**src/source/cpu_pkg.sv**
```systemverilog
package cpu_pkg;

   localparam int data_w     = 32;
   localparam int reg_addr_w = 5;
   localparam int imm_w      = 16;
   localparam int apb_addr_w = 12;

   // Instruction fields
   localparam int op_msb  = 31;
   localparam int op_lsb  = 27;
   localparam int rd_msb  = 26;
   localparam int rd_lsb  = 22;
   localparam int rs1_msb = 21;
   localparam int rs1_lsb = 17;
   localparam int rs2_msb = 16;
   localparam int rs2_lsb = 12;
   localparam int imm_msb = imm_w - 1;
   localparam int imm_lsb = 0;

   // APB address map
   localparam logic [apb_addr_w-1:0] ctrl_addr       = 12'h000;
   localparam logic [apb_addr_w-1:0] mem_window_base = 12'h400;

   // ld rd takes word imm, st writes rs1 to word imm
   // jnz jumps to word imm when rs1 is nonzero
   typedef enum logic [4:0] {
      op_nop, op_ldi, op_add, op_sub, op_and, op_or, op_xor, op_shl,
      op_ld, op_st, op_jnz, op_halt
   } opcode_e;

   typedef enum logic [2:0] {
      alu_add, alu_sub, alu_and, alu_or, alu_xor, alu_shl, alu_pass_b
   } alu_op_e;

endpackage

```
**src/source/decoder.sv**
```systemverilog
`timescale 1ns/100ps

module decoder (
   input  logic [cpu_pkg::data_w-1:0]     instr,
   output cpu_pkg::opcode_e               opcode,
   output logic [cpu_pkg::reg_addr_w-1:0] rd,
   output logic [cpu_pkg::reg_addr_w-1:0] rs1,
   output logic [cpu_pkg::reg_addr_w-1:0] rs2,
   output logic [cpu_pkg::data_w-1:0]     imm,
   output cpu_pkg::alu_op_e               alu_op,
   output logic                           uses_rs1,
   output logic                           uses_rs2,
   output logic                           reg_write,
   output logic                           mem_read,
   output logic                           mem_write,
   output logic                           is_jump,
   output logic                           is_halt
);

   cpu_pkg::opcode_e raw_op;
   logic             reg_op;

   assign raw_op = cpu_pkg::opcode_e'(instr[cpu_pkg::op_msb:cpu_pkg::op_lsb]);
   assign rd     = instr[cpu_pkg::rd_msb:cpu_pkg::rd_lsb];
   assign rs1    = instr[cpu_pkg::rs1_msb:cpu_pkg::rs1_lsb];
   assign rs2    = instr[cpu_pkg::rs2_msb:cpu_pkg::rs2_lsb];
   assign imm    = {{(cpu_pkg::data_w - cpu_pkg::imm_w){1'b0}},
                    instr[cpu_pkg::imm_msb:cpu_pkg::imm_lsb]};

   // Unknown opcodes behave as nop
   assign opcode = (raw_op <= cpu_pkg::op_halt) ? raw_op : cpu_pkg::op_nop;

   // Register to register operations
   assign reg_op = raw_op inside {cpu_pkg::op_add, cpu_pkg::op_sub, cpu_pkg::op_and,
                                  cpu_pkg::op_or, cpu_pkg::op_xor, cpu_pkg::op_shl};

   assign uses_rs1  = reg_op || raw_op inside {cpu_pkg::op_st, cpu_pkg::op_jnz};
   assign uses_rs2  = reg_op;
   assign reg_write = reg_op || raw_op inside {cpu_pkg::op_ldi, cpu_pkg::op_ld};
   assign mem_read  = raw_op == cpu_pkg::op_ld;
   assign mem_write = raw_op == cpu_pkg::op_st;
   assign is_jump   = raw_op == cpu_pkg::op_jnz;
   assign is_halt   = raw_op == cpu_pkg::op_halt;

   // ldi, ld and st send the immediate straight through
   always_comb begin
      case (raw_op)
         cpu_pkg::op_add: alu_op = cpu_pkg::alu_add;
         cpu_pkg::op_sub: alu_op = cpu_pkg::alu_sub;
         cpu_pkg::op_and: alu_op = cpu_pkg::alu_and;
         cpu_pkg::op_or:  alu_op = cpu_pkg::alu_or;
         cpu_pkg::op_xor: alu_op = cpu_pkg::alu_xor;
         cpu_pkg::op_shl: alu_op = cpu_pkg::alu_shl;
         default:         alu_op = cpu_pkg::alu_pass_b;
      endcase
   end

endmodule

```
**config.mk**
```make
export PLATFORM = sky130hd
export DESIGN_NAME = decoder
export DESIGN_NICKNAME = d
export VERILOG_FILES = /design/src/source/cpu_pkg.sv /design/src/source/decoder.sv
export SDC_FILE = /design/constraint.sdc
export NUM_CORES = 1
export LEC_CHECK = 0
export BUFFER_PORTS_ARGS = -buffer_cell sky130_fd_sc_hd__buf_2
export CORE_MARGIN = 1
export CORE_UTILIZATION = 27
export DETAILED_ROUTE_END_ITERATION = 8
export MAX_ROUTING_LAYER = met4
export PLACE_DENSITY_LB_ADDON = 0.08
export REMOVE_ABC_BUFFERS = 1
export SLEW_MARGIN = 10
export SYNTH_ARGS = -nofsm -noshare
export SYNTH_HDL_FRONTEND = slang
export SYNTH_SLANG_ARGS = --single-unit
```
**constraint.sdc**
```tcl
create_clock -name vclk -period 1
set_clock_uncertainty 0.15 [all_clocks]
set_input_delay 0.05 -clock vclk [all_inputs]
set_output_delay 0.05 -clock vclk [all_outputs]
set_load 0.01 [all_outputs]
```
After elaboration in Yosys (flattened, before gate mapping)
Cells that the tools add are included.

Order comparisons: 1. Mux-type cells: 2. Equal/unequal tests: 11. Reduce and logical (&&, ||, !) cells: 5.

Operator list (number): == test 5 x 3 -> 1 bit, second input constant (4); == test 5 x 4 -> 1 bit, second input constant (4); one-hot mux 3 bit (6 select lines) (1); == test 5 x 2 -> 1 bit, second input constant (2); nonzero test 6 bit (1); == test 5 x 1 -> 1 bit, second input constant (1); less-or-equal comparator 5 x 4 -> 1 bit, second input constant (1); 2-to-1 mux 5 bit (1); nonzero test 2 bit (2); logical OR 1 bit (2).

Input port bits: 32. Output and inout bits: 62. Register bits: 0.

Logic depth before layout (Yosys ltp)
Depth in word-level cells: 3. Mapped depth: 3.

Worst setup path after synthesis
No wires, ideal clock.

Path kind: input to output. Start point: input instr[29] in the netlist's numbering. End point: output reg_write. Data required time: 0.800 ns. Path slack: -0.061 ns. Stages: 3. Buffers on the path: 0. Arrival: 0.861 ns. Path through: or3_4 > nor3b_2 > a21o_1.

Cells in the longest elaborated chain, start to end: 3.

RTL lines: start, declared (line decoder.sv:4) `input logic [cpu_pkg::data_w-1:0] instr,`; == test 5 x 4 -> 1 bit; net mem_read (line decoder.sv:14) `output logic mem_read,`; nonzero test 2 bit (line decoder.sv:39) `assign reg_write = reg_op || raw_op inside {cpu_pkg::op_ldi, cpu_pkg::op_ld};`; logical OR 1 bit (line decoder.sv:39); end, declared (line decoder.sv:13) `output logic reg_write,`.

The timed path passes the listed nets, and every way through them passes these cells.

Worst setup path after layout
Start point: input instr[28] in the netlist's numbering. End point: output reg_write.

Cells in the longest elaborated chain, start to end: 3.

RTL lines: == test 5 x 2 -> 1 bit, or another cell as far along (line decoder.sv:34) `assign reg_op = raw_op inside {cpu_pkg::op_add, cpu_pkg::op_sub, cpu_pkg::op_and,`; nonzero test 6 bit / nonzero test 2 bit (equally long branches) (line decoder.sv:34, decoder.sv:39); logical OR 1 bit * (line decoder.sv:39).

Mark *: on every way between the ends. The rest lies on a longest branch, timed or not.

==> results.ini <==
[status]
outcome = finished, violations left
violations = setup timing

[sta]
fin_crit_sh = 1.12
slew_viol_final = 0
fin_ws_ns = -0.125
setup_viol = 3
finalSetupTns_ns = -0.270
fmax_mhz = 889
hold_violations = 0
grt_setup_unrepaired = yes
holdWs_ns = 0.300
layout_min_cycle_time_ns = 1.12

[finish]
fin_util = 0.414
seqCellArea_sq_um = 0
area_growth_pct = 42.6
diodes = 0
clkbuf_count = 0
layout-drive-gt1-share = 0.376
nFlopsAndLatches = 0
layout.nets = 127

[power_and_ir_drop]
clkPwrFrac = 0
comb_power_share = 1.000
p_leak_nw = 0.375
powerDensity_mw_per_mm2 = 429
share_seq_of_total_power = 0
cellInternalPower_w = 0.000148
p_sw_w = 0.000159
ir_drop_mv = 0.179
switching_share = 0.518
total_power_w = 0.000307

[critical_path]
max_stage_delay_ns = 0.38
critPathMaxFanout = 4
endpoint_kind = output port
path_cells = buf_6, or3_4, nor3b_2, a21o_1, buf_2
arrival_ns = 0.92
cp-start-kind = input pin
crit_type = in2out
crit_path_top_delay_cell = or3_4
required_ns = 0.80

[global_routing]
grt_pass1_wl_mm = 2.32
grt_pass1_vias = 377
grt_use_total = 0.168
overflow = 0
antenna_found_initial = 0
grt_max_degree = 6

[cts]
postCtsSetupBuffers = 0

[floorplan]
core_area_sq_mm = 0.00173
fp-row-count = 15
die_x_um = 45.1
dieHeight_um = 45.1
dieArea_sq_mm = 0.00203
top_level_ports = 94
initial_core_util = 0.291

[logic_synthesis]
synthDistinctLibCells = 17
synth_top_area_share = 0.718
yosys-top-cells-count = 48 x buf_4, 3 x and2_1, 3 x nand2_1, 3 x nor2_1
synth_compound_area_frac = 0.0249
yosys.area_share.simple = 0.232
synthAdderAreaFrac = 0
ys_warn_count = 0
synthTopCellsByArea = buf_4 72%, and2_1 3.7%, nor3b_2 2.5%
netlist_area_sq_um = 502
yosysMostFrequentCell = buf_4
synth_top_family_by_area = buffers and inverters
syn_avg_cell_area_sq_um = 7.17
synthMuxAreaShare = 0
synth.yosys.seq_area_share = 0
synthCells = 70
synth_largest_area_cell = buf_4
synth-xor-area-share = 0.0175

[job]
cap_violations = 0

[placement]
io_buffers = 19
routabilityCongestion = 0.784
place_hpwl_mm = 1.42

[detailed_routing]
avgRoutedWirePerCell_um = 14.9
wl_mm = 1.76
postRouteAntennaNets = 0
vias_per_cell = 3.86
drc_errors = 0
dr.pass1.iters = 3
drtIter0Drc = 4
vias = 455

[hold_path]
whs_path_depth = 4
hp-class = in2out

-- stage by stage --
stage | setup slack [ns] | area (sq um) | cells
after floorplan | -0.0613 | 201 | 38
after global placement | -0.173 | 395 | 91
after detailed placement | -0.189 | 395 | 91
after CTS | -0.142 | 694 | 118
after global routing | -0.179 | 716 | 118
final | -0.125 | 716 | 118
-- timing repair --
item                       CTS  global route
hold endpoints to repair    31             0
hold buffers                27             0
setup endpoints to repair    7             9
pin swaps                    2             3
resized for setup            7             5
-- area by class of cell --
cell class                      count  area [sq um]
Multi-Input combinational cell     38           229
Timing Repair Buffer               55           455
Fill cell                         194          1010
Tap cell                           25          31.3
-- power by group through the flow --
stage	Clock [W]	Sequential [W]	Combinational (W)
final	0	0	0.000307
after global routing	0	0	0.000330
after CTS	0	0	0.000297
after detailed placement	0	0	0.000146
after global placement	0	0	0.000147
after floorplan	0	0	0.0000707
-- kinds of logic after synthesis --
family,Yosys count
buffers and inverters,48
AND/OR/NAND/NOR,18
AO/OA/AOI/OAI,2
XOR/XNOR,1
other,1
-- critical path, delay by kind of cell --
family | cells | cell delay (ns)
and+or+nand+nor | 2 | 0.56
buffers and inverters | 2 | 0.21
AOI/OAI and AO/OA | 1 | 0.10
-- metal layers --
| layer | track usage | vias up | part of all wire | wire length [um] |
|---|---|---|---|---|
| met2 | 0.261 | 37 | 0.45 | 796 |
| met4 | 0 | 0 | 0 | 0 |
| met1 | 0.241 | 213 | 0.44 | 780 |
| li1 | - | 205 | - | - |
| met3 | 0.0280 | 0 | 0.10 | 177 |
| met5 | - | - | 0 | 0 |
-- path summary, 6_finish.rpt --
kind | start | to
max | instr[28] | reg_write
min | instr[28] | alu_op[1]
-- placed cells by master, fill, tap and decap left out, types with 2 or more instances in the layout --
cell / synthesis / routed
nand2_1: 3 / 3
nor2_1: 3 / 2
buf_2: 0 / 16
buf_6: 0 / 2
buf_4: 48 / 9
conb_1: 1 / 17
and2_1: 3 / 3
dlygate4sd3_1: 0 / 27
Power figures use the tool's default switching activity.
