===== src/source/cpu_pkg.sv =====
package cpu_pkg;

   localparam int data_w     = 32;
   localparam int reg_addr_w = 5;
   localparam int imm_w      = 16;
   localparam int apb_addr_w = 12;

   // Instruction fields
   localparam int op_msb  = 31;
   localparam int op_lsb  = 27;
   localparam int rd_msb  = 26;
   localparam int rd_lsb  = 22;
   localparam int rs1_msb = 21;
   localparam int rs1_lsb = 17;
   localparam int rs2_msb = 16;
   localparam int rs2_lsb = 12;
   localparam int imm_msb = imm_w - 1;
   localparam int imm_lsb = 0;

   // APB address map
   localparam logic [apb_addr_w-1:0] ctrl_addr       = 12'h000;
   localparam logic [apb_addr_w-1:0] mem_window_base = 12'h400;

   // ld rd takes word imm, st writes rs1 to word imm
   // jnz jumps to word imm when rs1 is nonzero
   typedef enum logic [4:0] {
      op_nop, op_ldi, op_add, op_sub, op_and, op_or, op_xor, op_shl,
      op_ld, op_st, op_jnz, op_halt
   } opcode_e;

   typedef enum logic [2:0] {
      alu_add, alu_sub, alu_and, alu_or, alu_xor, alu_shl, alu_pass_b
   } alu_op_e;

endpackage


===== src/source/hazard_unit.sv =====
`timescale 1ns/100ps

module hazard_unit (
   input  logic [cpu_pkg::reg_addr_w-1:0] rs1,
   input  logic [cpu_pkg::reg_addr_w-1:0] rs2,
   input  logic                           uses_rs1,
   input  logic                           uses_rs2,
   input  logic [cpu_pkg::reg_addr_w-1:0] ex_rd,
   input  logic                           ex_reg_write,
   input  logic [cpu_pkg::reg_addr_w-1:0] mem_rd,
   input  logic                           mem_reg_write,
   output logic                           stall
);

   logic rs1_busy;
   logic rs2_busy;

   // r0 never carries a dependency
   assign rs1_busy = uses_rs1 && rs1 != '0 &&
                     ((ex_reg_write && ex_rd == rs1) || (mem_reg_write && mem_rd == rs1));
   assign rs2_busy = uses_rs2 && rs2 != '0 &&
                     ((ex_reg_write && ex_rd == rs2) || (mem_reg_write && mem_rd == rs2));

   // Producers in write-back are covered by the register file write-through
   assign stall = rs1_busy || rs2_busy;

   stall_known: assert final (!$isunknown(stall))
      else $error("Stall is unknown");

endmodule


===== config.mk =====
export PLATFORM = sky130hd
export DESIGN_NAME = hazard_unit
export DESIGN_NICKNAME = d
export VERILOG_FILES = /design/src/source/cpu_pkg.sv /design/src/source/hazard_unit.sv
export SDC_FILE = /design/constraint.sdc
export NUM_CORES = 1
export LEC_CHECK = 0
export CAP_MARGIN = 10
export CORE_AREA = 2 2 39 41
export DETAILED_ROUTE_END_ITERATION = 10
export DIE_AREA = 0 0 41 43
export DONT_BUFFER_PORTS = 1
export GPL_TIMING_DRIVEN = 0
export PLACE_DENSITY = 0.4
export SYNTH_ARGS = -nofsm -noshare
export SYNTH_HDL_FRONTEND = slang
export SYNTH_SLANG_ARGS = --single-unit

===== constraint.sdc =====
create_clock -name vclk -period 1.1
set_input_delay 0.11 -clock vclk [all_inputs]
set_output_delay 0.11 -clock vclk [all_outputs]
set_load 0.1 [all_outputs]

After elaboration in Yosys (flattened, before gate mapping)
Cells that the tools add are included.
{"block": "totals", "regBits": 0, "inputBits": 24, "output_inout_bits": 1, "word_cells": 17}
{"block": "classes", "eq_ne": 4, "reduce_logical": 13}
{"cell": "equality test 5 bit", "count": 4}
{"cell": "nonzero test 5 bit", "count": 2}
{"cell": "logical AND 1 bit", "count": 8}
{"cell": "logical OR 1 bit", "count": 3}

Longest topological paths before layout
Gate-level depths: netlist of the first run.
{"block": "logic_depth", "word_depth": 5, "mapped_depth": 4, "ltp_nobuf": 4}

Worst setup path after synthesis of the first run
OpenSTA, ideal clock, no wires.
{"block": "synth_path", "path_kind": "input to output", "startpoint": "input port ex_rd[4] (netlist name)", "endpoint": "output port stall", "arrival_ns": 2.113, "t_required_ns": 0.990, "setup_slack_ns": -1.123, "path_stages": 4, "n_path_buf": 0, "cell_sequence": "xor2_1 nor4_1 a32oi_1 o22ai_1"}
{"block": "synth_between", "elab_chain_cells": 5, "elab_cells_between_ends": 9, "classes_between": "eq/ne (2); reduce/logical (7)"}
{"item": "from (decl)", "line_no": "hazard_unit.sv:8", "source": "input logic [cpu_pkg::reg_addr_w-1:0] ex_rd,"}
{"item": "equality test 5 bit, on equally long branches", "line_no": "hazard_unit.sv:20, hazard_unit.sv:22"}
{"item": "logical AND 1 bit, on equally long branches", "line_no": "hazard_unit.sv:20, hazard_unit.sv:22"}
{"item": "logical OR 1 bit, on equally long branches", "line_no": "hazard_unit.sv:20, hazard_unit.sv:22"}
{"item": "logical AND 1 bit, on equally long branches", "line_no": "hazard_unit.sv:19, hazard_unit.sv:21"}
{"item": "logical OR 1 bit *", "line_no": "hazard_unit.sv:25", "source": "assign stall = rs1_busy || rs2_busy;"}
{"item": "to (decl)", "line_no": "hazard_unit.sv:12", "source": "output logic stall"}
Every way passes the cells marked *; elsewhere a longest branch is shown, timed or not.

Final worst setup path of the first run
{"block": "layout_path", "startpoint": "input port rs1[3] (netlist name)", "endpoint": "output port stall"}
{"block": "layout_between", "elab_chain_cells": 5, "elab_cells_between_ends": 9, "classes_between": "eq/ne (2); reduce/logical (7)"}
{"item": "from (decl)", "line_no": "hazard_unit.sv:4", "source": "input logic [cpu_pkg::reg_addr_w-1:0] rs1,"}
{"item": "equality test 5 bit", "line_no": "hazard_unit.sv:20", "source": "((ex_reg_write && ex_rd == rs1) || (mem_reg_write && mem_rd == rs1));"}
{"item": "logical AND 1 bit", "line_no": "hazard_unit.sv:20"}
{"item": "logical OR 1 bit", "line_no": "hazard_unit.sv:20"}
{"item": "logical AND 1 bit *", "line_no": "hazard_unit.sv:19", "source": "assign rs1_busy = uses_rs1 && rs1 != '0 &&"}
{"item": "logical OR 1 bit *", "line_no": "hazard_unit.sv:25"}
Marked as above.

==> results.sh, run 1 <==
export IMPL_detailedRoute_firstPassIterationCount=2
export IMPL_layout_drive_gt1_share=0.152
export IMPL_fraction_of_post_synthesis_cell_area_in_the_top_cell_type_by_area=0.536
export IMPL_syn_warnings=0
export IMPL_routedWlPerCell_um=16.9
export IMPL_floorplan_core_area_um2=1380
export IMPL_syn_num_nets=57
export IMPL_post_layout_total_power_mw=0.102
export IMPL_totalWireLength_um=827
export IMPL_final_nets=59
export IMPL_library_cell_with_the_highest_instance_count_after_synthesis="sky130_fd_sc_hd__xor2_1"
export IMPL_critPathCaptureType="output pin"
export IMPL_maximum_number_of_pins_on_one_net_before_global_route_repair=4
export IMPL_drt_iter0_drc=1
export IMPL_post_synth_main_area_contributors="sky130_fd_sc_hd__xor2_1 (54%), sky130_fd_sc_hd__xnor2_1 (13%), sky130_fd_sc_hd__nor4_1 (9.6%)"
export IMPL_result_of_the_run="finished, violations left"
export IMPL_multiInputGateArea_um2=303
export IMPL_synth_sequential_area_ratio=0
export IMPL_violations_in_the_final_reports="setup timing"
export IMPL_top_level_ports=25
export IMPL_syn_cell_area_um2=262
export IMPL_leakage_nw=0.0976
export IMPL_power_ir_vdd_worst_mv=0.115
export IMPL_via_count=252
export IMPL_nFlopsAndLatches=0
export IMPL_post_dp_hpwl_um=721
export IMPL_critical_path_class="primary input to output pin"
export IMPL_cp_start_kind="primary input"
export IMPL_postSynthCellCount=33
export IMPL_grt_antenna_before_repair=0
export IMPL_final_antenna_net_count=0
export IMPL_placed_cells_incl_taps=49
export IMPL_rows=14
export IMPL_area_delta_synth_final_pct=23.4
export IMPL_first_global_vias=275
export IMPL_min_to="stall"
export IMPL_worst_slew_pin_transition_ns=0.735
export IMPL_effective_utilization_at_floorplan=0.189
export IMPL_timing_final_max_slew_violations=0
export IMPL_finish_cell_count_without_fillers=49
export IMPL_final_critical_path_setup_slack_ns=-0.409
export IMPL_unique_masters_post_synth=8
export IMPL_layout_clock_buffer_count=0
export IMPL_fillers=156
export IMPL_drcViolationCount=0
export IMPL_die_height_um=43
export IMPL_peak_clock_frequency_supported_by_timing_ghz=0.663
export IMPL_grt_remaining_overflow=0
export IMPL_area_sequential_um2=0
export IMPL_die_w_um=41
export IMPL_hold_path_startpoint="uses_rs2"
export IMPL_report_final_hold_viol_count=0
export IMPL_worstHoldPathCells=2
export IMPL_yosysTopAreaCell="sky130_fd_sc_hd__xor2_1"
export IMPL_power_per_cell_area_nw_per_um2=316
export IMPL_io_buffers=0
export IMPL_timing_final_setup_violations=1
export IMPL_crit_fanout=3
export IMPL_slew_headroom=0.522
export IMPL_worst_ep_arrival_time_ns=1.40
export IMPL_grtUsageTotal=0.0829
export IMPL_finalCritPeriodShare=1.37
export IMPL_post_synth_most_frequent_cells="sky130_fd_sc_hd__xor2_1 (16), sky130_fd_sc_hd__nor4_1 (4), sky130_fd_sc_hd__xnor2_1 (4)"
export IMPL_via_per_inst=5.14
export IMPL_tns_ns=-0.409
export IMPL_floorplan_die_area_um2=1760
export IMPL_number_of_setup_buffers_added_after_cts=0
export IMPL_grt_pass1_wl_um=1020
export IMPL_final_period_minus_worst_setup_slack_ns=1.51
export IMPL_min_delay_path_class="primary input to output pin"
export IMPL_worst_ep_required_time_ns=0.99
export IMPL_post_synth_cell_area_avg_um2=7.92
export IMPL_gp_congestion=0.705
export IMPL_grt_setup_unrepaired="yes"
export IMPL_diodes=0
export IMPL_whs_ns=0.581
export IMPL_cap_viol_max_count=0
-- cell families after synthesis --
group	count (synthesis)	share of synthesized area
AOI/OAI and AO/OA	5	0.129
xor gates and xnor gates	20	0.670
and+or+nand+nor	8	0.201
-- layout make-up --
cell class,count,share of cell area
Multi-Input combinational cell,33,0.938
Tap cell,16,0.0620
-- layer usage --
metal / up-vias / GRT usage / wire [um]
met3: 0 / 0.00524 / 130
met1: 111 / 0.127 / 309
met5: - / 0 / 0
met2: 21 / 0.131 / 387
li1: 120 / - / -
met4: 0 / 0 / 0
-- cells in the final DEF, fill, tap and decap left out, drive strengths merged --
master,count
xor2,16
xnor2,4
nor4,4
or4,2
o21ai,2
and2,2
a32oi,2
o22ai,1
-- worst max-delay path: stages --
cell and delay (ns):
sky130_fd_sc_hd__xor2_2 0.16, sky130_fd_sc_hd__nor4_2 0.35, sky130_fd_sc_hd__a32oi_2 0.19, sky130_fd_sc_hd__o22ai_4 0.59
-- worst max path at each step --
stage,cells after the start,start,end
final,4,rs1[3],stall
after global routing,4,rs1[3],stall
after CTS,4,rs1[2],stall
after detailed placement,4,rs1[3],stall
after global placement,4,rs1[3],stall
after floorplan,4,rs1[3],stall
-- through the flow --
| stage | worst slack, ns | area (um^2) | utilization |
|---|---|---|---|
| 6_report | -0.409 | 323 | 0.233 |
| 5_1_grt | -0.439 | 323 | 0.233 |
| 4_1_cts | -0.394 | 302 | 0.218 |
| 3_5_place_dp | -0.427 | 295 | 0.213 |
| 3_3_place_gp | -0.376 | 295 | 0.213 |
| 2_1_floorplan | -0.261 | 275 | - |
-- power by group --
part           total (mW)  internal, mW  switching (mW)
registers               0             0               0
clock network           0             0               0
logic               0.102        0.0504          0.0516
-- repair_timing --
item                                    CTS  global route
hold buffers                              0             0
endpoints found under the hold margin     0             0
gates resized for setup                   1             3
pin swaps                                 3             3
endpoints found under the setup margin    1             1
(Power assumes the default switching activity.)
==> inputs of run 2 (changes only) <==
--- a/config.mk
+++ b/config.mk
@@ -11,7 +11,7 @@
 export DIE_AREA = 0 0 41 43
 export DONT_BUFFER_PORTS = 1
 export GPL_TIMING_DRIVEN = 0
-export PLACE_DENSITY = 0.4
+export PLACE_DENSITY = 0.37
 export SYNTH_ARGS = -nofsm -noshare
 export SYNTH_HDL_FRONTEND = slang
 export SYNTH_SLANG_ARGS = --single-unit
==> constraint.sdc (replaced) <==
create_clock -name vclk -period 1.6
set_input_delay 0.16 -clock vclk [all_inputs]
set_output_delay 0.16 -clock vclk [all_outputs]
set_load 0.1 [all_outputs]
==> run 2 against run 1 <==
- the run now ends clean
- combinational power decreased by 36%
- cell count unchanged
- die area unchanged
- hold slack improved by 0.098 ns
- first-iteration DRC count increased to 3.0 times the previous value
- worst setup slack improved by 0.42 ns
- global-route usage increased by 0.80 points
- power decreased by 37%
- critical path type unchanged
- largest power group unchanged
==> results.sh, run 2 (synthesis gave the netlist of run 1 again) <==
export IMPL_timing_final_max_slew_violations=0
export IMPL_die_height_um=43
export IMPL_result_of_the_run="finished, final reports clean"
export IMPL_mostFrequentLayoutCell="sky130_fd_sc_hd__xor2_1"
export IMPL_area_delta_synth_final_pct=17.7
export IMPL_floorplan_core_area_um2=1380
export IMPL_critical_path_cell_chain="xor2_1 -> nor4_2 -> a32oi_1 -> o22ai_4"
export IMPL_power_per_cell_area_nw_per_um2=211
export IMPL_number_of_setup_buffers_added_after_cts=0
export IMPL_layout_drive_gt1_share=0.0909
export IMPL_detailedRoute_firstPassIterationCount=2
export IMPL_cp_start_kind="primary input"
export IMPL_worst_ep_arrival_time_ns=1.43
export IMPL_layout_clock_buffer_count=0
export IMPL_grt_pass1_wl_um=1170
export IMPL_grt_setup_unrepaired="yes"
export IMPL_report_final_hold_viol_count=0
export IMPL_worst_slew_pin_transition_ns=0.739
export IMPL_critical_path_max_stage_delay_ns=0.60
export IMPL_maximum_number_of_pins_on_one_net_before_global_route_repair=4
export IMPL_post_dp_hpwl_um=731
export IMPL_diodes=0
export IMPL_drt_iter0_drc=3
export IMPL_met3_usage=0.00524
export IMPL_routedWlPerCell_um=15.8
export IMPL_slew_headroom=0.520
export IMPL_effective_utilization_at_floorplan=0.189
export IMPL_groute_layer_met1_usage=0.127
export IMPL_worst_path_max_delay_cell="sky130_fd_sc_hd__o22ai_4"
export IMPL_critPathCaptureType="output pin"
export IMPL_nFlopsAndLatches=0
export IMPL_crit_fanout=3
export IMPL_final_nets=59
export IMPL_finish_utilization=0.222
export IMPL_rows=14
export IMPL_finalCritPeriodShare=0.991
export IMPL_die_w_um=41
export IMPL_leakage_nw=0.0919
export IMPL_post_place_ws_ns=-0.0516
export IMPL_multiInputGateArea_um2=288
export IMPL_floorplan_die_area_um2=1760
export IMPL_drcViolationCount=0
export IMPL_power_ir_vdd_worst_mv=0.0657
export IMPL_area_sequential_um2=0
export IMPL_final_critical_path_setup_slack_ns=0.0143
export IMPL_grt_antenna_before_repair=0
export IMPL_via_per_inst=4.94
export IMPL_commonest_cells_after_routing_fill_and_taps_aside="sky130_fd_sc_hd__xor2_1 (16), sky130_fd_sc_hd__xnor2_1 (4)"
export IMPL_grt_remaining_overflow=0
export IMPL_critical_path_class="primary input to output pin"
export IMPL_peak_clock_frequency_supported_by_timing_ghz=0.631
export IMPL_io_buffers=0
export IMPL_min_delay_path_class="primary input to output pin"
export IMPL_timing_final_setup_violations=0
export IMPL_grtUsageTotal=0.0909
export IMPL_top_level_ports=25
export IMPL_worst_ep_required_time_ns=1.44
export IMPL_final_antenna_net_count=0
export IMPL_global_route_peak_usage_layer="met2"
export IMPL_gr_usage_met2=0.156
export IMPL_first_global_vias=292
export IMPL_post_layout_total_power_mw=0.0648
export IMPL_gp_congestion=0.697
export IMPL_final_period_minus_worst_setup_slack_ns=1.59
export IMPL_fillers=152
export IMPL_totalWireLength_um=772
export IMPL_cap_viol_max_count=0
export IMPL_via_count=242
==> run 2: cell counts in the layout (fill, tap and decap cells not counted) <==
Identical to the previous run, type by type.
==> run 2: path summary, 6_finish.rpt <==
check / to / cells after the start / slack (ns) / from
setup / recovery: stall / 4 / 0.01 / rs1[3]
hold / removal: stall / 2 / 0.68 / uses_rs2
==> run 2: through the flow <==
stage	hold WS, ns	cells	TNS [ns]	area (um^2)
floorplan	0.673	33	0	275
global placement	0.682	49	-0.0166	295
detailed placement	0.687	49	-0.0516	295
CTS	0.678	49	-0.0191	308
global route	0.701	49	-0.00446	308
finish	0.680	49	0	308
==> run 2: where the power goes <==
group | leakage (nW) | switching (mW) | internal, mW
Combinational | 0.0919 | 0.0315 | 0.0333
Clock | 0 | 0 | 0
Sequential | 0 | 0 | 0
Total | 0.0919 | 0.0315 | 0.0333
==> run 2: critical path: cells and delay by family <==
kind / cells / cell delay [ns]
compound gates: 2 / 0.79
simple gates: 1 / 0.33
xor+xnor: 1 / 0.15
==> run 2: cell type report <==
cell class | instances | area share
tap | 16 | 0.0650
multi-input combinational | 33 | 0.935
==> run 2: metal layers <==
metal / vias up / wire length (um)
met2: 14 / 396
met3: 0 / 79
met4: 0 / 0
met5: - / 0
li1: 122 / -
met1: 106 / 295
==> run 2: timing repair <==
item / CTS / global route
cloned: 0 / 0
hold buffers: 0 / 0
gates resized for setup: 2 / 0
endpoints found under the setup margin: 1 / 1
endpoints found under the hold margin: 0 / 0
pin swaps: 1 / 2
