File: src/source/cpu_pkg.sv
package cpu_pkg;

   localparam int data_w     = 32;
   localparam int reg_addr_w = 5;
   localparam int imm_w      = 16;
   localparam int apb_addr_w = 12;

   // Instruction fields
   localparam int op_msb  = 31;
   localparam int op_lsb  = 27;
   localparam int rd_msb  = 26;
   localparam int rd_lsb  = 22;
   localparam int rs1_msb = 21;
   localparam int rs1_lsb = 17;
   localparam int rs2_msb = 16;
   localparam int rs2_lsb = 12;
   localparam int imm_msb = imm_w - 1;
   localparam int imm_lsb = 0;

   // APB address map
   localparam logic [apb_addr_w-1:0] ctrl_addr       = 12'h000;
   localparam logic [apb_addr_w-1:0] mem_window_base = 12'h400;

   // ld rd takes word imm, st writes rs1 to word imm
   // jnz jumps to word imm when rs1 is nonzero
   typedef enum logic [4:0] {
      op_nop, op_ldi, op_add, op_sub, op_and, op_or, op_xor, op_shl,
      op_ld, op_st, op_jnz, op_halt
   } opcode_e;

   typedef enum logic [2:0] {
      alu_add, alu_sub, alu_and, alu_or, alu_xor, alu_shl, alu_pass_b
   } alu_op_e;

endpackage

File: src/source/alu.sv
`timescale 1ns/100ps

module alu (
   input  logic [cpu_pkg::data_w-1:0] a,
   input  logic [cpu_pkg::data_w-1:0] b,
   input  cpu_pkg::alu_op_e           op,
   output logic [cpu_pkg::data_w-1:0] y
);

   localparam int sh_w = $clog2(cpu_pkg::data_w);

   always_comb begin
      case (op)
         cpu_pkg::alu_add:    y = a + b;
         cpu_pkg::alu_sub:    y = a - b;
         cpu_pkg::alu_and:    y = a & b;
         cpu_pkg::alu_or:     y = a | b;
         cpu_pkg::alu_xor:    y = a ^ b;
         // Only the low bits of b count as shift distance
         cpu_pkg::alu_shl:    y = a << b[sh_w-1:0];
         cpu_pkg::alu_pass_b: y = b;
         default:             y = '0;
      endcase
   end

endmodule

File: config.mk
export PLATFORM = sky130hd
export DESIGN_NAME = alu
export DESIGN_NICKNAME = d
export VERILOG_FILES = /design/src/source/cpu_pkg.sv /design/src/source/alu.sv
export SDC_FILE = /design/constraint.sdc
export NUM_CORES = 1
export LEC_CHECK = 0
export BUFFER_PORTS_ARGS = -buffer_cell sky130_fd_sc_hd__buf_2
export CAP_MARGIN = 20
export CORE_UTILIZATION = 45
export DETAILED_ROUTE_END_ITERATION = 10
export PLACE_DENSITY = 0.77
export SLEW_MARGIN = 20
export SYNTH_ARGS = -nofsm -noshare
export SYNTH_HDL_FRONTEND = slang
export SYNTH_SLANG_ARGS = --single-unit
File: constraint.sdc
create_clock -name vclk -period 5.7
set_input_delay 0.855 -clock vclk [all_inputs]
set_output_delay 0.855 -clock vclk [all_outputs]
set_load 0.01 [all_outputs]
# Word-level counts from Yosys, hierarchy flattened
# Index checks and enable logic that the tools add are counted.
# classes
shifts	1
addsub	2
n_eq_ne	6
n_bitwise	3
muxes	1
n_reduce_logical	1
# ops
cell	count
32-bit case mux with 7 select lines	1
32-bit adder	1
32-bit bitwise AND	1
32-bit OR	1
32-bit by 5-bit << shifter with 32-bit output	1
32-bit subtractor	1
32-bit XOR	1
3-bit == test, second input constant	3
3-bit by 2-bit == test with 1-bit output, second input constant	2
3-bit by 1-bit == test with 1-bit output, second input constant	1
3-bit zero test	1
# word_totals
out_inout_bits	32
wordCells	14
inputBits	67
regBits	0

# Longest topological paths before layout
# Gate-level depths: netlist of the first run.
# depth
word_depth	2
ltp_mapped	20
depth_no_buf	17

# Worst setup path after synthesis of the first run
# OpenSTA, ideal clock, no wires.
# synth_path
path_type	input to output
from	in b[0] (netlist name)
to	out y[31] (netlist name)
n_path_buf	3
t_required_ns	4.845
setup_slack_ns	0.504
arrival_time_ns	4.341
stages	19
cell_sequence	buf_4 > buf_6 > inv_2 > buf_2 > ha_1 > nand4_1 > nand2b_1 > nor2b_1 > inv_1 > o21a_1 > xnor2_1 > ha_1 > a21oi_1 > o21ai_2 > o2111ai_2 > a2111oi_4 > nor3_2 > or4b_1 > nand4_1
# synth_between
elab_chain_cells	2
word_cells_on_any_way	4
classes_between	add/sub (2); shift (1); mux (1)
# synth_lines
item	line	text
start: declaration	alu.sv:5	input logic [cpu_pkg::data_w-1:0] b,
32-bit subtractor (tied with other cells)	alu.sv:15	cpu_pkg::alu_sub: y = a - b;
32-bit case mux with 7 select lines *	alu.sv:13	case (op)
end: declaration	alu.sv:7	output logic [cpu_pkg::data_w-1:0] y
# Every way passes the cells marked *; elsewhere a longest branch is shown, timed or not.

# Final worst setup path of the first run
# layout_path
from	in b[0] (netlist name)
to	out y[30] (netlist name)
# The elaborated chain is that of the path after synthesis.

==> results of run 1 <==
[through the flow]
step / power [mW] / util, % / hold slack, ns / cells / instance area (sq um)
floorplan: 0.524 / - / 1.98 / 919 / 6390
global placement: 0.744 / 50.4 / 2.16 / 1161 / 7000
detailed placement: 0.751 / 50.4 / 2.18 / 1161 / 7000
CTS: 0.755 / 50.4 / 2.18 / 1161 / 7000
global route: 0.840 / 50.4 / 2.22 / 1161 / 7000
finish: 0.775 / 50.4 / 2.18 / 1161 / 7000
[worst min path at each step]
stage | end | depth (start not counted)
final | y[18] | 4
after global routing | y[1] | 4
after CTS | y[18] | 4
after detailed placement | y[18] | 4
after global placement | y[18] | 4
after floorplan | y[9] | 3
[routing by layer]
| layer | track usage, % | part of all wire (%) |
|---|---|---|
| met5 | 0 | 0.043 |
| met4 | 14.7 | 4.5 |
| met3 | 4.56 | 9.5 |
| met2 | 49.7 | 45 |
| met1 | 42.0 | 41 |
[tightest hold or removal path, stage by stage]
cell and delay, ns:
sky130_fd_sc_hd__buf_2 0.11, sky130_fd_sc_hd__mux2i_1 0.07, sky130_fd_sc_hd__o221ai_1 0.16, sky130_fd_sc_hd__buf_2 0.13
[logic make-up after synthesis]
family | after synthesis | share of synthesized area, %
AO/OA/AOI/OAI | 312 | 31.0
AND/OR/NAND/NOR | 242 | 18.0
buffers and inverters | 134 | 8.59
adder cells (fa/ha/maj) | 98 | 19.3
multiplexers | 78 | 15.6
XOR/XNOR | 55 | 7.54
[synthesized netlist by cell type, types with 9 or more instances]
master	instances	area share, %
sky130_fd_sc_hd__xor2_1	12	1.6
sky130_fd_sc_hd__o21ai_1	11	0.86
sky130_fd_sc_hd__buf_1	13	0.76
sky130_fd_sc_hd__nand2b_1	11	1.1
sky130_fd_sc_hd__nand2_1	93	5.5
sky130_fd_sc_hd__mux2_2	11	1.9
sky130_fd_sc_hd__a211oi_1	12	1.4
sky130_fd_sc_hd__ha_1	97	19
sky130_fd_sc_hd__o21ai_0	75	5.9
sky130_fd_sc_hd__nor2b_1	11	1.1
sky130_fd_sc_hd__o22ai_1	30	2.9
sky130_fd_sc_hd__clkbuf_1	26	1.5
sky130_fd_sc_hd__o211ai_1	18	2.1
sky130_fd_sc_hd__a31oi_1	14	1.4
sky130_fd_sc_hd__nand3_1	14	1.1
sky130_fd_sc_hd__inv_1	76	4.5
sky130_fd_sc_hd__mux4_2	16	5.6
sky130_fd_sc_hd__and2_1	9	0.88
sky130_fd_sc_hd__a21oi_1	74	5.8
sky130_fd_sc_hd__buf_2	10	0.78
sky130_fd_sc_hd__a21o_1	15	1.8
sky130_fd_sc_hd__nor2_1	63	3.7
sky130_fd_sc_hd__xnor2_1	43	5.9
sky130_fd_sc_hd__mux2i_1	51	8.0
[layout make-up]
type	count	area, sq um	area share (%)
inverters	79	297	4.24
multi-input cells	785	5850	83.5
well taps	180	225	3.22
repair buffers	117	631	9.01
[power by group through the flow]
stage / Sequential, mW / Clock (mW) / Combinational (mW)
after floorplan: 0 / 0 / 0.524
after detailed placement: 0 / 0 / 0.751
final: 0 / 0 / 0.775
after global placement: 0 / 0 / 0.744
after CTS: 0 / 0 / 0.755
after global routing: 0 / 0 / 0.840
==> results.rst, run 1 <==
.. list-table::
   :header-rows: 1

   * - Metric
     - Value
   * - Final worst path period share
     - a little over nine tenths
   * - Sequential cell area
     - 0 sq um
   * - Number of post-CTS setup repair buffers
     - 0
   * - Number of filler instances in the final layout
     - ~1400
   * - Data arrival time at the worst-slack endpoint
     - between 4 and 5 ns
   * - Share of total power in combinational logic
     - 100.0%
   * - Endpoints failing setup
     - 0
   * - Slowest cell on the critical path
     - sky130_fd_sc_hd__and4_1
   * - Actual slew at the worst max-slew pin
     - 0.767 ns
   * - Internal power summed over all cells
     - slightly above 300 uW
   * - Weighted congestion at the end of routability-driven global placement
     - a little over 1
   * - Origin of the worst setup path
     - b[0]
   * - # rows
     - 43
   * - Die height
     - between 100 and 150 um
   * - Total routed wirelength
     - 23.3 mm
   * - Worst setup SP type
     - primary input
   * - Cell chain of the critical path
     - buf_2 > nor3_1 > and4_1 > and2_1 > inv_1 > o31a_1 > xnor2_1 > ha_1 > a21oi_1 > o21ai_0 > a41oi_1 > o21ai_0 > a21o_1 > a221oi_1 > mux2i_1 > o211ai_1 > buf_2
   * - Minimum clock period
     - 5.52 ns
   * - Fin. max-slew vios
     - 0
   * - CP Max Fanout
     - 6
   * - Detailed router's first-iteration violation count
     - roughly 730
   * - Commonest cells after routing, fill and taps aside
     - sky130_fd_sc_hd__buf_2 (99), sky130_fd_sc_hd__ha_1 (97), sky130_fd_sc_hd__nand2_1 (93), sky130_fd_sc_hd__inv_1 (76), sky130_fd_sc_hd__o21ai_0 (75)
   * - Setup slack of the critical path after layout
     - between 0.15 and 0.2 ns
   * - Detailed Place HPWL
     - ~18 mm
   * - Crit path kind
     - primary input to primary output
   * - Most frequent standard cell in the layout excluding fill and tap cells
     - sky130_fd_sc_hd__buf_2
   * - Nets
     - between 1000 and 1500
   * - Overall via count from detail_route
     - between 7000 and 8000
   * - Vias in the first global route
     - a little under 7000
   * - Quantity of hold-fixing buffers added after cts
     - 0
   * - Capture point of the worst path
     - y[30]
   * - Critical Path End Type
     - primary output
   * - All-layer global routing usage
     - 31.5%
   * - Average size of a mapped cell
     - approximately 7.0 sq um
   * - Max transition margin
     - 48.8%
   * - Die Outline Area
     - 14700 sq um
   * - Initial antenna violation count
     - 1
   * - Highest attainable clock frequency
     - 181 MHz
   * - Required time worst endpoint
     - about 4.9 ns
   * - Source of the worst hold timing path
     - b[18]
   * - Netlist Area Pre-Place
     - ~6400 sq um
   * - Buffers and inverters on the worst path
     - 3
   * - Unique cell type count in the Yosys netlist
     - between 70 and 80
   * - Switching power total
     - approximately 470 uW
   * - Fraction of layout cells with a size suffix above 1
     - between 15 and 20%
   * - Number of hold violations in the final report
     - 0
   * - Die span in x
     - roughly 120 um
   * - Result of the run
     - finished clean
   * - P_leak
     - approximately 3.3 nW
   * - Logic depth of the worst setup path including buffers
     - 17
   * - Critical path's top delay family
     - compound AO/OA/AOI/OAI gates
   * - Number of warnings printed during yosys synthesis
     - 0
   * - Worst Setup Slack post-DPL
     - roughly 0.28 ns
   * - Global-route wire length before repair
     - between 30 and 40 mm
   * - Gate count after technology mapping
     - between 900 and 1000
   * - Routed length per placed instance
     - about 20 um
   * - Reg power frac
     - 0%
   * - Final sequential cell count
     - 0
   * - Number of maximum-capacitance constraint violations
     - 0
   * - Antenna-violating nets left
     - 0
   * - Switching power share of the total
     - 60.7%
   * - Clock tree buffer count of the final layout
     - 0
   * - PostCTS Resize Cnt
     - 0
   * - Area overhead of the layout relative to synthesis
     - 9.47%
   * - Ratio of total power to cell area
     - between 100 and 150 nW/um^2
   * - Vias per Instance
     - ~6.4
   * - Kind of path behind the tightest hold check
     - primary input to primary output
   * - Number of search-and-repair iterations in the first detailed-routing pass
     - 7
   * - Number of design rule violations left after detail routing
     - 0
   * - Core area
     - approximately 14000 sq um
   * - Sum of negative setup slack
     - 0 ns
   * - Part of the total power dissipated in the clock network
     - 0%
   * - Unrepaired setup endpoints after global routing
     - no
   * - Total congestion overflow
     - 0
   * - Diode insertion count for antenna repair
     - 0
   * - Sequential area share after synthesis
     - 0%
   * - Port Buffers
     - 99
   * - Number of I/O pins
     - just under 100
   * - Max rail drop VDD
     - just over 60 uV
   * - Max incr delay on CP
     - 0.38 ns
   * - Largest net degree at the start of global routing
     - 65
   * - Net count after synthesis
     - ~1100
   * - Initial core utilization
     - between 40% and 50%
Note: power is estimated with default switching activity, not from simulation.
==> run 2, diff against run 1 <==
--- a/config.mk
+++ b/config.mk
@@ -5,11 +5,14 @@
 export SDC_FILE = /design/constraint.sdc
 export NUM_CORES = 1
 export LEC_CHECK = 0
+export ABC_AREA = 1
 export BUFFER_PORTS_ARGS = -buffer_cell sky130_fd_sc_hd__buf_2
 export CAP_MARGIN = 20
-export CORE_UTILIZATION = 45
+export CELL_PAD_IN_SITES_DETAIL_PLACEMENT = 1
+export CELL_PAD_IN_SITES_GLOBAL_PLACEMENT = 1
+export CORE_UTILIZATION = 43
 export DETAILED_ROUTE_END_ITERATION = 10
-export PLACE_DENSITY = 0.77
+export PLACE_DENSITY = 0.95
 export SLEW_MARGIN = 20
 export SYNTH_ARGS = -nofsm -noshare
 export SYNTH_HDL_FRONTEND = slang
==> constraint.sdc (replaced) <==
create_clock -name vclk -period 6.57
set_input_delay 0.9855 -clock vclk [all_inputs]
set_output_delay 0.9855 -clock vclk [all_outputs]
set_load 0.01 [all_outputs]
==> results.rst, run 2 <==
.. list-table::
   :header-rows: 1

   * - Metric
     - Value
   * - Area overhead of the layout relative to synthesis
     - 9.33% (was 9.47%)
   * - Detailed router's first-iteration violation count
     - 904 (was 731)
   * - Critical Path End Type
     - primary output (unchanged)
   * - Clock tree buffer count of the final layout
     - 0 (unchanged)
   * - Crit path kind
     - primary input to primary output (unchanged)
   * - Worst setup SP type
     - primary input (unchanged)
   * - Quantity of hold-fixing buffers added after cts
     - 0 (unchanged)
   * - # rows
     - 46 (was 43)
   * - Most common cell in the netlist
     - sky130_fd_sc_hd__nand2_1 (was sky130_fd_sc_hd__ha_1)
   * - Routed length per placed instance
     - 19.8 um (was 20.0 um)
   * - Most frequent standard cell in the layout excluding fill and tap cells
     - sky130_fd_sc_hd__nand2_1 (was sky130_fd_sc_hd__buf_2)
   * - Max transition margin
     - 22.3% (was 48.8%)
   * - Total routed wirelength
     - 32.8 mm (was 23.3 mm)
   * - Actual slew at the worst max-slew pin
     - 1.16 ns (was 0.767 ns)
   * - Fraction of layout cells with a size suffix above 1
     - 9.51% (was 16.6%)
   * - Largest area contributor in the netlist
     - sky130_fd_sc_hd__nand2_1 (was sky130_fd_sc_hd__ha_1)
   * - Diode insertion count for antenna repair
     - 0 (unchanged)
   * - Die span in x
     - 129 um (was 121 um)
   * - Ratio of total power to cell area
     - 92.6 nW/um^2 (was 111 nW/um^2)
   * - Sequential area share after synthesis
     - 0% (unchanged)
   * - All-layer global routing usage
     - 39.4% (was 31.5%)
   * - Die height
     - 129 um (was 121 um)
   * - Initial antenna violation count
     - 0 (was 1)
   * - Global-route wire length before repair
     - 51.3 mm (was 36.2 mm)
   * - Synth top area share
     - 27.4% (was 19.0%)
   * - P_leak
     - 4.45 nW (was 3.25 nW)
   * - Commonest cells after routing, fill and taps aside
     - sky130_fd_sc_hd__nand2_1 (507), sky130_fd_sc_hd__inv_1 (201), sky130_fd_sc_hd__nand3_1 (201), sky130_fd_sc_hd__buf_2 (99), sky130_fd_sc_hd__ha_1 (97) (was sky130_fd_sc_hd__buf_2 (99), sky130_fd_sc_hd__ha_1 (97), sky130_fd_sc_hd__nand2_1 (93), sky130_fd_sc_hd__inv_1 (76), sky130_fd_sc_hd__o21ai_0 (75))
   * - Number of hold violations in the final report
     - 0 (unchanged)
   * - Fin. max-slew vios
     - 0 (unchanged)
   * - Number of filler instances in the final layout
     - 2432 (was 1414)
   * - Required time worst endpoint
     - 5.58 ns (was 4.85 ns)
   * - Number of post-CTS setup repair buffers
     - 0 (unchanged)
   * - Core area
     - 15800 sq um (was 13900 sq um)
   * - Overall via count from detail_route
     - 9833 (was 7425)
   * - Unrepaired setup endpoints after global routing
     - no (unchanged)
   * - Largest net degree at the start of global routing
     - 36 (was 65)
   * - Total congestion overflow
     - 0 (unchanged)
   * - Vias per Instance
     - 5.93 (was 6.40)
   * - Sequential cell area
     - 0 sq um (unchanged)
   * - Max rail drop VDD
     - 46.7 uV (was 60.7 uV)
   * - Antenna-violating nets left
     - 0 (unchanged)
   * - Net count after synthesis
     - 1540 (was 1084)
   * - Number of I/O pins
     - 99 (unchanged)
   * - Top cells by area in the synthesized netlist
     - sky130_fd_sc_hd__nand2_1 (27%), sky130_fd_sc_hd__ha_1 (17%), sky130_fd_sc_hd__nand3_1 (14%) (was sky130_fd_sc_hd__ha_1 (19%), sky130_fd_sc_hd__mux2i_1 (8.0%), sky130_fd_sc_hd__xnor2_1 (5.9%))
   * - Port Buffers
     - 99 (unchanged)
   * - Commonest cells post-synth
     - sky130_fd_sc_hd__nand2_1 (507), sky130_fd_sc_hd__inv_1 (201), sky130_fd_sc_hd__nand3_1 (201) (was sky130_fd_sc_hd__ha_1 (97), sky130_fd_sc_hd__nand2_1 (93), sky130_fd_sc_hd__inv_1 (76))
   * - Minimum clock period
     - 5.36 ns
   * - Number of stages on the worst hold path
     - 4 (unchanged)
   * - Endpoints failing setup
     - 0 (unchanged)
   * - Number of design rule violations left after detail routing
     - 0 (unchanged)
   * - Average size of a mapped cell
     - 5.05 sq um (was 6.96 sq um)
   * - Number of search-and-repair iterations in the first detailed-routing pass
     - 5 (was 7)
   * - Sum of negative setup slack
     - 0 ns (unchanged)
   * - Kind of path behind the tightest hold check
     - primary input to primary output (unchanged)
   * - Vias in the first global route
     - 9741 (was 6829)
   * - Netlist Area Pre-Place
     - 6950 sq um (was 6390 sq um)
   * - Origin of the worst setup path
     - b[3] (was b[0])
   * - Nets
     - 1608 (was 1148)
   * - Data arrival time at the worst-slack endpoint
     - 4.38 ns (was 4.66 ns)
   * - Weighted congestion at the end of routability-driven global placement
     - 0.968 (was 1.01)
   * - Die Outline Area
     - 16700 sq um (was 14700 sq um)
   * - Unique cell type count in the Yosys netlist
     - 33 (was 73)
   * - Final hold slack
     - 2.47 ns (was 2.18 ns)
   * - Highest attainable clock frequency
     - 186 MHz
   * - Final sequential cell count
     - 0 (unchanged)
   * - Number of maximum-capacitance constraint violations
     - 0 (unchanged)
   * - Source of the worst hold timing path
     - b[16] (was b[18])
   * - CP Max Fanout
     - 16 (was 6)
   * - PostCTS Resize Cnt
     - 0 (unchanged)
   * - Number of warnings printed during yosys synthesis
     - 0 (unchanged)
   * - Initial core utilization
     - 43.9% (was 46.1%)
   * - Result of the run
     - finished clean (unchanged)
   * - Gate count after technology mapping
     - 1375 (was 919)
   * - Final worst path period share
     - 81.6%
   * - Detailed Place HPWL
     - 27.2 mm (was 18.2 mm)
==> run 2: area by class of cell <==
cell class / instances / area [sq um] / area share, %
Timing Repair Buffer: 109 / 571 / 7.51
Tap cell: 216 / 270 / 3.56
Inverter: 209 / 785 / 10.3
Multi-Input combinational cell: 1123 / 5970 / 78.6
==> run 2: worst max-delay path, stage by stage <==
cell	delay (ns)
sky130_fd_sc_hd__buf_2	0.22
sky130_fd_sc_hd__inv_2	0.29
sky130_fd_sc_hd__nand3_2	0.20
sky130_fd_sc_hd__nor3_4	0.21
sky130_fd_sc_hd__nand2_2	0.17
sky130_fd_sc_hd__o21ai_0	0.24
sky130_fd_sc_hd__xor2_1	0.14
sky130_fd_sc_hd__ha_1	0.38
sky130_fd_sc_hd__nand2_1	0.13
sky130_fd_sc_hd__nor2_1	0.33
sky130_fd_sc_hd__inv_1	0.08
sky130_fd_sc_hd__nor2_1	0.22
sky130_fd_sc_hd__nand4_1	0.14
sky130_fd_sc_hd__nand3_1	0.16
sky130_fd_sc_hd__nor2_1	0.07
sky130_fd_sc_hd__o21ai_1	0.23
sky130_fd_sc_hd__buf_2	0.18
==> run 2: final timing paths <==
path | to | slack, ns
worst max-delay path | y[17] | 1.21
worst min-delay path | y[16] | 2.47
==> run 2: metal layers <==
layer | GRT usage [%] | part of all wire, % | up-vias | wire [um]
li1 | - | - | 4566 | -
met1 | 48.3 | 41 | 4597 | 13500
met2 | 65.7 | 44 | 515 | 14600
met3 | 4.05 | 7.1 | 155 | 2310
met4 | 26.0 | 7.4 | 0 | 2420
met5 | 0 | 0 | - | 0
==> run 2: kinds of logic after synthesis <==
logic type	synth area share, %
xor+xnor	3.53
simple gates	53.4
fa+ha+maj	17.8
buf+inv	14.1
compound gates	11.3
==> run 2: through the flow <==
| stage | utilization, % | area [sq um] | power, mW | std cells | worst slack, ns |
|---|---|---|---|---|---|
| floorplan | - | 6950 | 0.436 | 1375 | 2.04 |
| global placement | 48.0 | 7600 | 0.651 | 1657 | 1.48 |
| detailed placement | 48.0 | 7600 | 0.682 | 1657 | 1.32 |
| CTS | 48.0 | 7600 | 0.685 | 1657 | 1.32 |
| global route | 48.0 | 7600 | 0.772 | 1657 | 0.913 |
| finish | 48.0 | 7600 | 0.704 | 1657 | 1.21 |
==> run 2: report_power, final <==
part	total, mW	internal, mW	leakage [nW]	switching [mW]
registers	0	0	0	0
clock network	0	0	0	0
logic	0.704	0.218	4.45	0.486
total	0.704	0.218	4.45	0.486
